$ cat config.mk
export PLATFORM = sky130hd
export DESIGN_NAME = fds_mapper
export DESIGN_NICKNAME = d
export VERILOG_FILES = /design/src/fds_pkg.sv /design/src/fds_cpu_regs.sv /design/src/fds_timer_irq.sv /design/src/fds_disk_drive.sv /design/src/fds_block_tracker.sv /design/src/fds_mapper.sv
export SDC_FILE = /design/constraint.sdc
export NUM_CORES = 1
export LEC_CHECK = 0
export BUFFER_PORTS_ARGS = -buffer_cell sky130_fd_sc_hd__buf_2
export CAP_MARGIN = 20
export CORE_MARGIN = 1.5
export CORE_UTILIZATION = 35
export DETAILED_ROUTE_END_ITERATION = 6
export PLACE_DENSITY = 0.55
export SYNTH_ARGS = -nofsm -noshare
export SYNTH_HDL_FRONTEND = slang
export SYNTH_HIERARCHICAL = 1
export SYNTH_SLANG_ARGS = --single-unit
$ cat constraint.sdc
create_clock -name clk -period 6.75 [get_ports clk]
set_input_delay 1.0125 -clock clk [delete_from_list [all_inputs] [get_ports clk]]
set_output_delay 1.0125 -clock clk [all_outputs]
set_load 0.005 [all_outputs]
$ cat src/fds_pkg.sv
// FDS mapper definitions

package fds_pkg;

	typedef logic [15:0] cpu_addr_t;
	typedef logic [7:0]  byte_t;
	typedef logic [21:0] mem_addr_t;
	typedef logic [15:0] disk_pos_t;
	typedef logic [1:0]  side_t;
	typedef logic [15:0] timer_t;
	typedef logic [19:0] xfer_cnt_t;
	typedef logic [22:0] eject_cnt_t;

	// Type of the block currently passing under the head
	typedef enum logic [2:0] {
		BLK_NONE        = 3'd0,
		BLK_DISK_INFO   = 3'd1,
		BLK_FILE_AMOUNT = 3'd2,
		BLK_FILE_HEADER = 3'd3,
		BLK_FILE_DATA   = 3'd4
	} block_type_e;

	// Register map
	localparam cpu_addr_t REG_TIMER_LO     = 16'h4020;
	localparam cpu_addr_t REG_TIMER_HI     = 16'h4021;
	localparam cpu_addr_t REG_TIMER_CTRL   = 16'h4022;
	localparam cpu_addr_t REG_IO_EN        = 16'h4023;
	localparam cpu_addr_t REG_DISK_CTRL    = 16'h4025;
	localparam cpu_addr_t REG_STATUS       = 16'h4030;
	localparam cpu_addr_t REG_DISK_DATA    = 16'h4031;
	localparam cpu_addr_t REG_DRIVE_STATUS = 16'h4032;
	localparam cpu_addr_t REG_EXT_PORT     = 16'h4033;

	// Bit positions in $4022 and $4025
	localparam int TIMER_REPEAT_BIT = 0;
	localparam int TIMER_EN_BIT     = 1;
	localparam int CTRL_MOTOR_BIT   = 0;
	localparam int CTRL_REWIND_BIT  = 1;
	localparam int CTRL_XFER_BIT    = 6;
	localparam int CTRL_IRQ_BIT     = 7;

	// Real drive is about 149 CPU cycles per byte, fast mode shortens it
	localparam xfer_cnt_t  PRE_GAP_FAST    = 20'd65535;
	localparam xfer_cnt_t  PRE_GAP_ORIG    = 20'd525420;
	localparam xfer_cnt_t  BYTE_DELAY_FAST = 20'd99;
	localparam xfer_cnt_t  BYTE_DELAY_ORIG = 20'd149;
	localparam eject_cnt_t EJECT_DELAY     = 23'd2978000; // About 100 frames

	// Side n of the image starts at 16 + 65500 * n
	localparam int unsigned SIDE_BYTES      = 65500;
	localparam int unsigned SIDE_HEADER     = 16;
	localparam disk_pos_t   DISK_END_POS    = 16'd65499;
	localparam logic [3:0]  DISK_IMAGE_BASE = 4'hF;

	// Last byte index of the fixed-size blocks
	localparam disk_pos_t INFO_LAST   = 16'h0037;
	localparam disk_pos_t AMOUNT_LAST = 16'h0001;
	localparam disk_pos_t HEADER_LAST = 16'h000F;
	localparam disk_pos_t SIZE_LO_IDX = 16'h000D;
	localparam disk_pos_t SIZE_HI_IDX = 16'h000E;

endpackage

$ cat src/fds_cpu_regs.sv
// FDS register decode

`timescale 1ns/1ps

module fds_cpu_regs (
	input  logic              clk,
	input  logic              diskreset,
	input  logic              ce,
	input  logic              prg_read,
	input  logic              prg_write,
	input  fds_pkg::cpu_addr_t prg_ain,
	input  fds_pkg::byte_t    prg_din,
	input  logic              timer_irq,
	input  logic              byte_flag,
	input  logic              disk_end,
	input  logic              eject,
	input  logic              disk_ready,
	input  fds_pkg::disk_pos_t disk_pos,
	input  fds_pkg::side_t    diskside,
	output logic              timer_lo_wr,
	output logic              timer_hi_wr,
	output logic              timer_ctrl_wr,
	output logic              io_en_wr,
	output logic              status_rd,
	output logic              disk_rd,
	output logic              xfer_start,
	output logic              motor_on,
	output logic              head_rewind,
	output logic              byte_transfer,
	output logic              disk_irq_en,
	output fds_pkg::byte_t    wdata,
	output fds_pkg::byte_t    prg_dout,
	output fds_pkg::mem_addr_t prg_aout,
	output logic              prg_allow,
	output logic              prg_bus_write
);

	logic        wr_cyc, rd_cyc;
	logic        ctrl_wr;
	logic        disk_sel;
	logic        prg_is_ram;
	logic [5:0]  prg_bank;
	logic [17:0] side_offset;
	logic [17:0] rom_offset;

	assign wr_cyc = ce & prg_write;
	assign rd_cyc = ce & prg_read;

	assign timer_lo_wr   = wr_cyc & (prg_ain == fds_pkg::REG_TIMER_LO);
	assign timer_hi_wr   = wr_cyc & (prg_ain == fds_pkg::REG_TIMER_HI);
	assign timer_ctrl_wr = wr_cyc & (prg_ain == fds_pkg::REG_TIMER_CTRL);
	assign io_en_wr      = wr_cyc & (prg_ain == fds_pkg::REG_IO_EN);
	assign ctrl_wr       = wr_cyc & (prg_ain == fds_pkg::REG_DISK_CTRL);
	assign status_rd     = rd_cyc & (prg_ain == fds_pkg::REG_STATUS);
	assign disk_rd       = rd_cyc & disk_sel;
	assign wdata         = prg_din;

	// Transfer bit going from 0 to 1 starts a new block
	assign xfer_start = ctrl_wr & ~byte_transfer & prg_din[fds_pkg::CTRL_XFER_BIT];

	always_ff @(posedge clk) begin
		if (diskreset) begin
			motor_on      <= 1'b0;
			head_rewind   <= 1'b0;
			byte_transfer <= 1'b0;
			disk_irq_en   <= 1'b0;
		end else if (ctrl_wr) begin
			motor_on      <= prg_din[fds_pkg::CTRL_MOTOR_BIT];
			head_rewind   <= prg_din[fds_pkg::CTRL_REWIND_BIT];
			byte_transfer <= prg_din[fds_pkg::CTRL_XFER_BIT];
			disk_irq_en   <= prg_din[fds_pkg::CTRL_IRQ_BIT];
		end
	end

	// Status readback
	always_comb begin
		prg_bus_write = 1'b1;
		case (prg_ain)
			fds_pkg::REG_STATUS:       prg_dout = {byte_flag, disk_end, 5'd0, timer_irq};
			fds_pkg::REG_DRIVE_STATUS: prg_dout = {4'h4, 1'b0, eject, ~disk_ready, eject};
			fds_pkg::REG_EXT_PORT:     prg_dout = 8'h80; // Battery good
			fds_pkg::REG_DISK_DATA:    prg_dout = 8'h00; // Byte comes from the image
			default: begin
				prg_dout      = 8'h00;
				prg_bus_write = 1'b0;
			end
		endcase
	end

	assign disk_sel = (prg_ain == fds_pkg::REG_DISK_DATA);

	// Side offset is 16 + 65500 * side
	assign side_offset = 18'(fds_pkg::SIDE_HEADER + fds_pkg::SIDE_BYTES * diskside);
	assign rom_offset  = 18'(disk_pos) + side_offset;

	// $6000-$DFFF is work RAM, $E000-$FFFF is BIOS bank 0
	assign prg_is_ram = prg_ain[15] ^ (&prg_ain[14:13]);
	assign prg_bank   = prg_is_ram ? {4'b0001, prg_ain[14:13]} : 6'd0;

	assign prg_aout  = disk_sel ? {fds_pkg::DISK_IMAGE_BASE, rom_offset}
	                            : {3'b000, prg_bank, prg_ain[12:0]};
	assign prg_allow = ((prg_ain[15] | disk_sel) & ~prg_write) | prg_is_ram;

endmodule

$ cat src/fds_timer_irq.sv
// FDS timer IRQ

`timescale 1ns/1ps

module fds_timer_irq (
	input  logic           clk,
	input  logic           diskreset,
	input  logic           ce,
	input  logic           timer_lo_wr,
	input  logic           timer_hi_wr,
	input  logic           timer_ctrl_wr,
	input  logic           io_en_wr,
	input  logic           status_rd,
	input  fds_pkg::byte_t wdata,
	output logic           timer_irq
);

	fds_pkg::timer_t reload;
	fds_pkg::timer_t count;
	logic            repeat_en;
	logic            timer_en;
	logic            io_en;
	logic            rd_pending; // $4030 read waiting for the next strobe

	always_ff @(posedge clk) begin
		if (diskreset) begin
			timer_irq  <= 1'b0;
			timer_en   <= 1'b0;
			repeat_en  <= 1'b0;
			io_en      <= 1'b0;
			rd_pending <= 1'b0;
		end else if (ce) begin
			if (timer_en) begin
				if (count == '0) begin
					timer_irq <= 1'b1;
					count     <= reload;
					if (~repeat_en)
						timer_en <= 1'b0; // One shot
				end else begin
					count <= count - 1'b1;
				end
			end

			if (rd_pending) begin
				timer_irq  <= 1'b0;
				rd_pending <= 1'b0;
			end
			if (status_rd)
				rd_pending <= 1'b1;

			if (timer_lo_wr)
				reload[7:0] <= wdata;
			if (timer_hi_wr)
				reload[15:8] <= wdata;

			if (timer_ctrl_wr) begin
				repeat_en <= wdata[fds_pkg::TIMER_REPEAT_BIT];
				timer_en  <= wdata[fds_pkg::TIMER_EN_BIT] & io_en;
				if (wdata[fds_pkg::TIMER_EN_BIT] & io_en)
					count <= reload;
				else
					timer_irq <= 1'b0;
			end

			if (io_en_wr) begin
				io_en <= wdata[0];
				if (~wdata[0]) begin // Disabling I/O kills the timer
					timer_en  <= 1'b0;
					timer_irq <= 1'b0;
				end
			end
		end
	end

endmodule

$ cat src/fds_disk_drive.sv
// FDS drive read path

`timescale 1ns/1ps

module fds_disk_drive (
	input  logic               clk,
	input  logic               diskreset,
	input  logic               ce,
	input  logic               motor_on,
	input  logic               head_rewind,
	input  logic               byte_transfer,
	input  logic               disk_irq_en,
	input  logic               xfer_start,
	input  logic               disk_rd,
	input  logic               status_rd,
	input  logic               block_end,
	input  logic               fds_busy,
	input  logic               fds_fast,
	input  logic               fds_eject_btn,
	input  fds_pkg::side_t     max_diskside,
	output logic               byte_flag,
	output logic               byte_step,
	output logic               disk_end,
	output logic               disk_ready,
	output logic               eject,
	output logic               disk_irq,
	output fds_pkg::disk_pos_t disk_pos,
	output fds_pkg::side_t     diskside
);

	fds_pkg::xfer_cnt_t  xfer_cnt;
	fds_pkg::xfer_cnt_t  pre_gap;
	fds_pkg::xfer_cnt_t  byte_delay;
	fds_pkg::eject_cnt_t eject_cnt;
	logic after_pre_gap;
	logic new_byte;   // Byte under the head not yet consumed
	logic read_d;
	logic rd_pending;
	logic eject_hold;
	logic old_btn;

	assign pre_gap    = fds_fast ? fds_pkg::PRE_GAP_FAST : fds_pkg::PRE_GAP_ORIG;
	assign byte_delay = fds_fast ? fds_pkg::BYTE_DELAY_FAST : fds_pkg::BYTE_DELAY_ORIG;

	assign disk_end   = (disk_pos == fds_pkg::DISK_END_POS);
	assign eject      = eject_hold | fds_eject_btn;
	assign disk_ready = ~eject & ~head_rewind & motor_on & ~disk_end;
	assign disk_irq   = byte_flag & disk_irq_en;
	assign byte_step  = ce & read_d & new_byte; // Counted one strobe after the $4031 read

	always_ff @(posedge clk) begin
		if (diskreset) begin
			xfer_cnt      <= '0;
			after_pre_gap <= 1'b0;
			new_byte      <= 1'b0;
			byte_flag     <= 1'b0;
			read_d        <= 1'b0;
			rd_pending    <= 1'b0;
			disk_pos      <= '0;
			diskside      <= '0;
			eject_hold    <= 1'b0;
			eject_cnt     <= '0;
			old_btn       <= 1'b0;
		end else if (ce) begin
			read_d <= disk_rd;

			if (rd_pending) begin
				byte_flag  <= 1'b0;
				rd_pending <= 1'b0;
			end
			if (status_rd)
				rd_pending <= 1'b1;

			if (read_d & new_byte) begin
				new_byte  <= 1'b0;
				byte_flag <= 1'b0;
				if (~disk_end & ~block_end)
					disk_pos <= disk_pos + 1'b1;
			end

			// Head timing
			if (~motor_on) begin
				xfer_cnt <= '0;
			end else if (head_rewind) begin
				xfer_cnt      <= '0;
				disk_pos      <= '0;
				after_pre_gap <= 1'b0;
			end else if (~after_pre_gap) begin
				xfer_cnt <= xfer_cnt + 1'b1;
				if (xfer_cnt == pre_gap) begin // Start of the disk reached
					after_pre_gap <= 1'b1;
					xfer_cnt      <= '0;
				end
			end else if (xfer_cnt == byte_delay) begin
				xfer_cnt <= '0;
				if (byte_transfer & ~fds_busy) begin
					byte_flag <= 1'b1;
					new_byte  <= 1'b1;
				end
			end else begin
				xfer_cnt <= xfer_cnt + 1'b1;
			end

			if (xfer_start) begin
				byte_flag <= 1'b0;
				new_byte  <= 1'b0;
				if (after_pre_gap)
					xfer_cnt <= '0;
			end

			// Manual side switch
			old_btn <= fds_eject_btn;
			if (eject_hold) begin
				if (eject_cnt == fds_pkg::EJECT_DELAY - 1'b1)
					eject_hold <= 1'b0;
				else
					eject_cnt <= eject_cnt + 1'b1;
			end
			if (~old_btn & fds_eject_btn & ~fds_busy) begin
				diskside   <= (diskside == max_diskside) ? '0 : diskside + 1'b1;
				eject_hold <= 1'b1;
				eject_cnt  <= '0;
			end
		end
	end

endmodule

$ cat src/fds_block_tracker.sv
// FDS block end tracker

`timescale 1ns/1ps

module fds_block_tracker (
	input  logic           clk,
	input  logic           diskreset,
	input  logic           ce,
	input  logic           xfer_start,
	input  logic           disk_rd,
	input  logic           byte_step,
	input  fds_pkg::byte_t prg_dbus,
	output logic           block_end
);

	fds_pkg::block_type_e block_type;
	fds_pkg::block_type_e type_in;
	fds_pkg::disk_pos_t   byte_cnt;
	fds_pkg::disk_pos_t   file_size;
	logic                 last_byte;

	// Block code in the first byte of each block
	always_comb begin
		case (prg_dbus[2:0])
			3'd1:    type_in = fds_pkg::BLK_DISK_INFO;
			3'd2:    type_in = fds_pkg::BLK_FILE_AMOUNT;
			3'd3:    type_in = fds_pkg::BLK_FILE_HEADER;
			3'd4:    type_in = fds_pkg::BLK_FILE_DATA;
			default: type_in = fds_pkg::BLK_NONE;
		endcase
	end

	// .fds images carry no CRC bytes, so the end has to be found by length
	always_comb begin
		case (block_type)
			fds_pkg::BLK_DISK_INFO:   last_byte = (byte_cnt == fds_pkg::INFO_LAST);
			fds_pkg::BLK_FILE_AMOUNT: last_byte = (byte_cnt == fds_pkg::AMOUNT_LAST);
			fds_pkg::BLK_FILE_HEADER: last_byte = (byte_cnt == fds_pkg::HEADER_LAST);
			fds_pkg::BLK_FILE_DATA:   last_byte = (byte_cnt == file_size);
			default:                  last_byte = 1'b0;
		endcase
	end

	always_ff @(posedge clk) begin
		if (diskreset) begin
			block_type <= fds_pkg::BLK_NONE;
			byte_cnt   <= '0;
			block_end  <= 1'b0;
		end else if (ce) begin
			if (xfer_start) begin
				block_type <= fds_pkg::BLK_NONE;
				byte_cnt   <= '0;
				block_end  <= 1'b0;
			end else begin
				if (disk_rd && byte_cnt == '0)
					block_type <= type_in;
				if (byte_step) begin
					byte_cnt <= byte_cnt + 1'b1;
					if (last_byte)
						block_end <= 1'b1;
				end
			end
		end
	end

	// Payload size from the file header
	always_ff @(posedge clk) begin
		if (ce && disk_rd && block_type == fds_pkg::BLK_FILE_HEADER) begin
			if (byte_cnt == fds_pkg::SIZE_LO_IDX)
				file_size[7:0] <= prg_dbus;
			if (byte_cnt == fds_pkg::SIZE_HI_IDX)
				file_size[15:8] <= prg_dbus;
		end
	end

endmodule

$ cat src/fds_mapper.sv
// FDS mapper top

`timescale 1ns/1ps

module fds_mapper (
	input  logic               clk,
	input  logic               diskreset,
	input  logic               ce,
	input  logic               prg_read,
	input  logic               prg_write,
	input  logic               fds_busy,
	input  logic               fds_eject_btn,
	input  logic               fds_fast,
	input  fds_pkg::cpu_addr_t prg_ain,
	input  fds_pkg::byte_t     prg_din,
	input  fds_pkg::byte_t     prg_dbus,
	input  fds_pkg::side_t     max_diskside,
	output fds_pkg::byte_t     prg_dout,
	output fds_pkg::mem_addr_t prg_aout,
	output logic               prg_allow,
	output logic               prg_bus_write,
	output logic               irq,
	output fds_pkg::side_t     diskside
);

	logic timer_lo_wr, timer_hi_wr, timer_ctrl_wr, io_en_wr;
	logic status_rd, disk_rd, xfer_start;
	logic motor_on, head_rewind, byte_transfer, disk_irq_en;
	logic timer_irq, disk_irq;
	logic byte_flag, byte_step, disk_end, disk_ready, eject;
	logic block_end;
	fds_pkg::byte_t     wdata;
	fds_pkg::byte_t     reg_dout;
	fds_pkg::disk_pos_t disk_pos;

	fds_cpu_regs i_fds_cpu_regs (
		.clk(clk), .diskreset(diskreset), .ce(ce),
		.prg_read(prg_read), .prg_write(prg_write),
		.prg_ain(prg_ain), .prg_din(prg_din),
		.timer_irq(timer_irq), .byte_flag(byte_flag), .disk_end(disk_end),
		.eject(eject), .disk_ready(disk_ready),
		.disk_pos(disk_pos), .diskside(diskside),
		.timer_lo_wr(timer_lo_wr), .timer_hi_wr(timer_hi_wr),
		.timer_ctrl_wr(timer_ctrl_wr), .io_en_wr(io_en_wr),
		.status_rd(status_rd), .disk_rd(disk_rd), .xfer_start(xfer_start),
		.motor_on(motor_on), .head_rewind(head_rewind),
		.byte_transfer(byte_transfer), .disk_irq_en(disk_irq_en),
		.wdata(wdata), .prg_dout(reg_dout), .prg_aout(prg_aout),
		.prg_allow(prg_allow), .prg_bus_write(prg_bus_write)
	);

	fds_timer_irq i_fds_timer_irq (
		.clk(clk), .diskreset(diskreset), .ce(ce),
		.timer_lo_wr(timer_lo_wr), .timer_hi_wr(timer_hi_wr),
		.timer_ctrl_wr(timer_ctrl_wr), .io_en_wr(io_en_wr),
		.status_rd(status_rd), .wdata(wdata),
		.timer_irq(timer_irq)
	);

	fds_disk_drive i_fds_disk_drive (
		.clk(clk), .diskreset(diskreset), .ce(ce),
		.motor_on(motor_on), .head_rewind(head_rewind),
		.byte_transfer(byte_transfer), .disk_irq_en(disk_irq_en),
		.xfer_start(xfer_start), .disk_rd(disk_rd), .status_rd(status_rd),
		.block_end(block_end), .fds_busy(fds_busy), .fds_fast(fds_fast),
		.fds_eject_btn(fds_eject_btn), .max_diskside(max_diskside),
		.byte_flag(byte_flag), .byte_step(byte_step), .disk_end(disk_end),
		.disk_ready(disk_ready), .eject(eject), .disk_irq(disk_irq),
		.disk_pos(disk_pos), .diskside(diskside)
	);

	fds_block_tracker i_fds_block_tracker (
		.clk(clk), .diskreset(diskreset), .ce(ce),
		.xfer_start(xfer_start), .disk_rd(disk_rd), .byte_step(byte_step),
		.prg_dbus(prg_dbus),
		.block_end(block_end)
	);

	// $4031 returns the image byte fetched at prg_aout
	assign prg_dout = (prg_ain == fds_pkg::REG_DISK_DATA) ? prg_dbus : reg_dout;
	assign irq      = timer_irq | disk_irq;

endmodule

Word-level counts from Yosys, hierarchy flattened
Index checks and enable logic that the tools add are counted.
{ "word_totals": {"register_bits": 144, "in_bits": 42, "elab_cells": 198, "output_inout_bits": 35} }
{ "op_classes": {"multipliers": 1, "n_eq_ne": 29, "n_bitwise": 39, "muxes": 70, "n_reduce_logical": 24, "add_sub_neg": 8} }
{ "op_table": {"columns": ["cell", "count"], "rows": [
  ["$mux 16", 10],
  ["$mux 20", 8],
  ["$eq 16x15->1 const B", 9],
  ["$mux 23", 3],
  ["$eq 16x4->1 const B", 3],
  ["$eq 20x20->1", 2],
  ["$mux 1", 39],
  ["$add 16x1->16 const B", 2],
  ["$logic_not 16->1", 2],
  ["$and 1x1->1", 24],
  ["$pmux 8 s3", 1],
  ["$add 23x1->23 const B", 1],
  ["$eq 23x22->1 const B", 1],
  ["$mux 22", 1],
  ["$add 20x1->20 const B", 1],
  ["$reduce_and 2->1", 10],
  ["$add 16x18->18", 1],
  ["$add 5x18->18 const A", 1],
  ["$eq 16x1->1 const B", 1],
  ["$eq 16x16->1", 1],
  ["$eq 16x16->1 const B", 1],
  ["$eq 16x6->1 const B", 1],
  ["$mul 14x2->16 const A", 1],
  ["$mux 8", 2],
  ["other kinds (18)", 45]
]} }

Depth between registers and ports, before layout
{ "logic_depth": {"word_depth": 8, "depth_mapped": 12, "mapped_depth_nobuf": 12} }

Modules after synthesis
Netlist, hierarchy kept.
{ "by_module_without_submodules": {"columns": ["mod", "seq_area_each_um2", "instances", "area_each_um2", "cells_per_inst"], "rows": [
  ["fds_disk_drive", 1361.3, 1, 3590.9, 427],
  ["fds_timer_irq", 1061.0, 1, 1944.4, 153],
  ["fds_block_tracker", 880.8, 1, 1915.6, 192],
  ["fds_cpu_regs", 80.1, 1, 1505.2, 197],
  ["fds_mapper", 0.0, 1, 172.7, 14]
]} }

Least setup slack after synthesis
Ideal clock, no wire load.
{ "synth_path": {"path_kind": "reg-to-output", "startpoint": "reg i_fds_disk_drive.diskside[0]", "endpoint": "out prg_aout[11]", "path_slack_ns": 2.864, "stages_incl_launch_ff": 13, "t_required_ns": 5.738, "arrival_time_ns": 2.873, "cell_sequence": "dfxtp_1 > inv_1 > ha_1 > ha_1 > ha_1 > fa_1 > a21o_1 > a21oi_1 > o21bai_1 > a21oi_1 > o21bai_1 > xor2_1 > a21o_1"} }
{ "synth_between": {"elab_chain_len": 4} }
{ "synth_rtl": {"columns": ["item", "line", "source"], "rows": [
  ["start: declaration", "fds_disk_drive.sv:28", "output fds_pkg::side_t diskside"],
  ["start signal: assignment", "fds_disk_drive.sv:120", "diskside <= (diskside == max_diskside) ? '0 : diskside + 1'b1;"],
  ["$mul 14x2->16", "fds_cpu_regs.sv:93", "assign side_offset = 18'(fds_pkg::SIDE_HEADER + fds_pkg::SIDE_BYTES * diskside);"],
  ["$add 5x18->18", "fds_cpu_regs.sv:93", null],
  ["$add 16x18->18", "fds_cpu_regs.sv:94", "assign rom_offset = 18'(disk_pos) + side_offset;"],
  ["$mux 22", "fds_cpu_regs.sv:100", "assign prg_aout = disk_sel ? {fds_pkg::DISK_IMAGE_BASE, rom_offset}"],
  ["end: declaration", "fds_mapper.sv:19", "output fds_pkg::mem_addr_t prg_aout,"]
]} }
No other way between the ends.

Worst setup path after layout
{ "layout_path": {"startpoint": "reg i_fds_disk_drive.diskside[0]", "endpoint": "out prg_aout[13]"} }
Same word-level chain as after synthesis.

==> results.rst <==
.. list-table::
   :header-rows: 1

   * - Metric
     - Value
   * - Antenna violation net count after detailed routing
     - 0
   * - Post-route core utilization
     - 0.401
   * - Worst clock skew
     - 0.00872 ns
   * - Crit Reg-Reg Startpoint
     - i_fds_disk_drive/xfer_cnt[12]
   * - Highest Clock Rate
     - 0.207 GHz
   * - Placement Cell Area
     - 0.00961 mm²
   * - GRT Resource Usage Total
     - 0.167
   * - Max clock buf depth
     - 2
   * - Clock latency reported for the late side of the worst-skew pair
     - 0.43 ns
   * - Cts-stage hold buffer count
     - 0
   * - Seq/Total Area, Yosys
     - 0.371
   * - Period minus WS final
     - 4.82 ns
   * - Internal reg-to-reg setup slack
     - 3.96 ns
   * - Top-level port count
     - 77
   * - Number of warning messages in the yosys log
     - 6
   * - Met2 layer wire length in the routed design
     - 10100 µm
   * - M1 WL
     - 10600 µm
   * - Highest metal layer with signal wires
     - met4
   * - Worst vdd ir
     - around 0.14 mV
   * - Number of DRC violations after detailed-routing iteration 0
     - about 420
   * - Slew at the pin closest to its max-slew limit
     - 0.866 ns
   * - DR vias
     - 7239
   * - Chip Width
     - approximately 160 µm
   * - Worst reg2reg path depth
     - 6
   * - Total power
     - 1.96 mW
   * - Number of nets at the end of the flow
     - roughly 1100
   * - Maximum number of pins on one net before global-route repair
     - 41
   * - Worst setup EP type
     - output pin
   * - Multi-input combinational cell area
     - 0.00530 mm²
   * - Instance count of the mapped netlist
     - 983
   * - Total iterations of the first detailed-routing run
     - 5
   * - Max Transition Viols Final
     - 0
   * - Fraction of layout instances using a drive strength above 1
     - 0.160
   * - Post-layout instance area
     - around 0.010 mm²
   * - Power density over the cells
     - 193 mW/mm²
   * - Final RePlAce weighted congestion
     - 0.814
   * - Post-synthesis sequential element count
     - 145
   * - Global-route wire length before repair
     - 35700 µm
   * - Detailed-route DRC error count
     - 0
   * - Hold depth
     - 2
   * - Die outline area
     - 0.0271 mm²
   * - Per-instance average area after synthesis
     - 9.29 µm²
   * - Number of gates resized after CTS
     - 0
   * - Worst endpoint required time
     - 5.74 ns
   * - Result of the run
     - finished clean
   * - Height of the chip
     - between 150 and 200 µm
   * - Crit path max fanout
     - 9
   * - Post-layout instance count excluding filler cells
     - 1367
   * - Antenna violations before repair
     - 0
   * - Std-Cell Rows
     - 58
   * - Number of cells in the design after placement
     - 1335
   * - Fin crit share
     - 0.714
   * - CP Class
     - reg -> out
   * - Number of global-route vias before repair
     - 6874
   * - Post-DR wirelength/cell
     - 15.9 µm
   * - Via density per instance
     - roughly 5.3
   * - TritonCTS clock tree
     - yes
   * - Number of buffers created by CTS
     - 17
   * - H-tree Lvls
     - 4
   * - RSZ-0062 raised after global routing
     - no
   * - Number of hold violations in the final report
     - 0
   * - Number of input and output port buffers inserted
     - 76
   * - Fraction of registers with async set or reset after synthesis
     - 0
   * - Clock-pin slew on the worst setup and hold paths
     - ~0.060 ns
   * - Worst relative slew slack
     - 0.421
   * - Number of synthesized flops with an enable pin
     - 48
   * - Setup-failing EPs final
     - 0
   * - Most used DFF post-synth
     - sky130_fd_sc_hd__dfxtp_1
   * - Critical path data arrival time
     - 3.81 ns
   * - Cell at the root of the clock tree
     - sky130_fd_sc_hd__clkbuf_16
   * - Capture instance of the worst register-to-register path
     - i_fds_disk_drive/xfer_cnt[9]
   * - Final HPWL DP
     - 16100 µm
   * - Layout overhead on the synthesized area
     - 11.7%
   * - Kind of start point of the critical path
     - register
   * - Met3 Wirelength
     - 732 µm
   * - Lkg Pwr
     - 4.03 nW
   * - Number of setup buffers added after CTS
     - 0
   * - Core region area
     - 0.0254 mm²
   * - Max-cap violations
     - 0
   * - Distinct cells, synth
     - 94
   * - Hold EP
     - i_fds_timer_irq/repeat_en
   * - Total Neg Setup Slack
     - 0 ns
   * - Number of clock sinks
     - 145
   * - Launch instance of the worst min-delay path
     - i_fds_timer_irq/repeat_en
   * - Flip-flop and latch area
     - 0.00338 mm²
   * - Starting utilization of the core area
     - 0.359
   * - Antenna Cells
     - 0
   * - Total overflow reported by the global router
     - 0
   * - Type of the worst min-delay path
     - reg -> reg
   * - Total of fill cells in the finished design
     - between 2000 and 3000
   * - Mapped cell area
     - slightly above 0.009 mm²
   * - Total routed wirelength
     - 21800 µm
==> placed cells by master, fill, tap and decap left out, types with 11 or more instances in the layout <==
cell	netlist	routed
sky130_fd_sc_hd__inv_1	30	30
sky130_fd_sc_hd__nor3_1	24	24
sky130_fd_sc_hd__a31oi_1	15	15
sky130_fd_sc_hd__mux2_2	11	11
sky130_fd_sc_hd__nor2_1	109	109
sky130_fd_sc_hd__xor2_1	52	52
sky130_fd_sc_hd__nor4_1	12	12
sky130_fd_sc_hd__buf_2	4	76
sky130_fd_sc_hd__a21oi_1	42	42
sky130_fd_sc_hd__nand2_1	62	62
sky130_fd_sc_hd__or3_1	11	11
sky130_fd_sc_hd__dfxtp_1	97	97
sky130_fd_sc_hd__xnor2_1	27	27
sky130_fd_sc_hd__clkbuf_16	0	17
sky130_fd_sc_hd__ha_1	42	42
sky130_fd_sc_hd__edfxtp_1	48	48
sky130_fd_sc_hd__mux2i_1	16	16
sky130_fd_sc_hd__o21ai_0	17	17
sky130_fd_sc_hd__and2_1	13	13
sky130_fd_sc_hd__nand2b_1	18	18
sky130_fd_sc_hd__nand3_1	28	28
sky130_fd_sc_hd__and3_1	23	23
sky130_fd_sc_hd__a21o_1	18	18
sky130_fd_sc_hd__nand4_1	25	25
==> sequential cells by signal, summed over array words and instances, names as in the netlist, 2 cells and up <==
signal,flops
i_fds_block_tracker/file_size,16
i_fds_disk_drive/disk_pos,16
i_fds_disk_drive/xfer_cnt,20
i_fds_disk_drive/eject_cnt,23
i_fds_timer_irq/reload,16
i_fds_disk_drive/diskside,2
i_fds_block_tracker/byte_cnt,16
i_fds_timer_irq/count,16
i_fds_block_tracker/block_type,3
==> through the flow <==
| step | hold slack [ns] | setup slack (ns) |
|---|---|---|
| 6_report | 0.461 | 1.93 |
| 5_1_grt | 0.491 | 1.59 |
| 4_1_cts | 0.464 | 1.90 |
| 3_5_place_dp | 0.456 | 2.24 |
| 3_3_place_gp | 0.452 | 2.40 |
| 2_1_floorplan | 0.431 | 2.86 |
==> critical path, cell delays in order, from the launching register on <==
cell	delay, ns
sky130_fd_sc_hd__dfxtp_1	0.52
sky130_fd_sc_hd__inv_1	0.16
sky130_fd_sc_hd__ha_1	0.35
sky130_fd_sc_hd__ha_1	0.28
sky130_fd_sc_hd__ha_1	0.24
sky130_fd_sc_hd__fa_1	0.40
sky130_fd_sc_hd__a21o_1	0.19
sky130_fd_sc_hd__a21oi_1	0.30
sky130_fd_sc_hd__nor2_1	0.08
sky130_fd_sc_hd__a31oi_1	0.26
sky130_fd_sc_hd__nand2_1	0.10
sky130_fd_sc_hd__xor2_1	0.22
sky130_fd_sc_hd__a22o_1	0.18
sky130_fd_sc_hd__buf_2	0.11
==> cell type report <==
type,instances,share of cell area
clock buffers,18,0.0431
multi-input cells,751,0.519
inverters,31,0.0119
clock inverters,14,0.0146
flip-flops and latches,145,0.332
well taps,330,0.0405
repair buffers,78,0.0388
==> power breakdown <==
group / switching [mW] / internal [mW] / leakage (nW)
sequential: 0.00643 / 0.905 / 1.22
clock: 0.413 / 0.531 / 0.277
combinational: 0.0652 / 0.0428 / 2.53
==> synth_stat cells (5+ instances only) <==
library cell	instances	area share
sky130_fd_sc_hd__nor2_1	109	0.045
sky130_fd_sc_hd__nor4_1	12	0.0082
sky130_fd_sc_hd__xnor2_1	27	0.026
sky130_fd_sc_hd__nor2b_1	10	0.0069
sky130_fd_sc_hd__nand2_1	62	0.025
sky130_fd_sc_hd__xor2_1	52	0.050
sky130_fd_sc_hd__and4_1	7	0.0067
sky130_fd_sc_hd__nor4b_1	6	0.0058
sky130_fd_sc_hd__dfxtp_1	97	0.21
sky130_fd_sc_hd__a21oi_1	42	0.023
sky130_fd_sc_hd__nor3_1	24	0.013
sky130_fd_sc_hd__and3_1	23	0.016
sky130_fd_sc_hd__buf_4	18	0.015
sky130_fd_sc_hd__mux2_2	11	0.014
sky130_fd_sc_hd__o211ai_1	10	0.0082
sky130_fd_sc_hd__o2111ai_1	7	0.0067
sky130_fd_sc_hd__inv_1	30	0.012
sky130_fd_sc_hd__or4_1	7	0.0058
sky130_fd_sc_hd__or2_2	5	0.0034
sky130_fd_sc_hd__nor3b_1	9	0.0074
sky130_fd_sc_hd__nand4_1	25	0.017
sky130_fd_sc_hd__mux2i_1	16	0.018
sky130_fd_sc_hd__a31oi_1	15	0.010
sky130_fd_sc_hd__and2_1	13	0.0089
sky130_fd_sc_hd__edfxtp_1	48	0.16
sky130_fd_sc_hd__nand2b_1	18	0.012
sky130_fd_sc_hd__o21a_1	7	0.0058
sky130_fd_sc_hd__nand4b_1	5	0.0048
sky130_fd_sc_hd__ha_1	42	0.058
sky130_fd_sc_hd__mux2_4	9	0.015
sky130_fd_sc_hd__a22o_1	7	0.0067
sky130_fd_sc_hd__or3_1	11	0.0075
sky130_fd_sc_hd__nand3b_1	9	0.0074
sky130_fd_sc_hd__o22ai_1	5	0.0034
sky130_fd_sc_hd__a211oi_1	6	0.0049
sky130_fd_sc_hd__a21o_1	18	0.015
sky130_fd_sc_hd__clkbuf_1	29	0.012
sky130_fd_sc_hd__nand3_1	28	0.015
sky130_fd_sc_hd__o21ai_0	17	0.0093
==> cell families after synthesis <==
group           share of synthesized area
simple gates                        0.258
compound gates                      0.140
flops                               0.371
buf+inv                            0.0502
xor+xnor                           0.0758
fa+ha+maj                          0.0598
mux                                0.0459
other cells                      0.000411
==> how the worst max path moves through the flow <==
stage                                        to                         start  slack, ns
2_1_floorplan                      prg_aout[11]  i_fds_disk_drive/diskside[0]       2.86
3_3_place_gp   i_fds_block_tracker/file_size[6]                    prg_ain[7]       2.40
3_5_place_dp   i_fds_block_tracker/file_size[4]                    prg_ain[7]       2.24
4_1_cts                            prg_aout[15]  i_fds_disk_drive/diskside[0]       1.90
5_1_grt                            prg_aout[15]  i_fds_disk_drive/diskside[0]       1.59
6_report                           prg_aout[13]  i_fds_disk_drive/diskside[0]       1.93
==> layer usage <==
layer	up-vias	track usage
met5	-	0
met4	0	0.0528
met3	20	0.0329
met2	103	0.269
met1	3454	0.226
li1	3662	-
No activity file was read; power rests on OpenSTA's default activity.
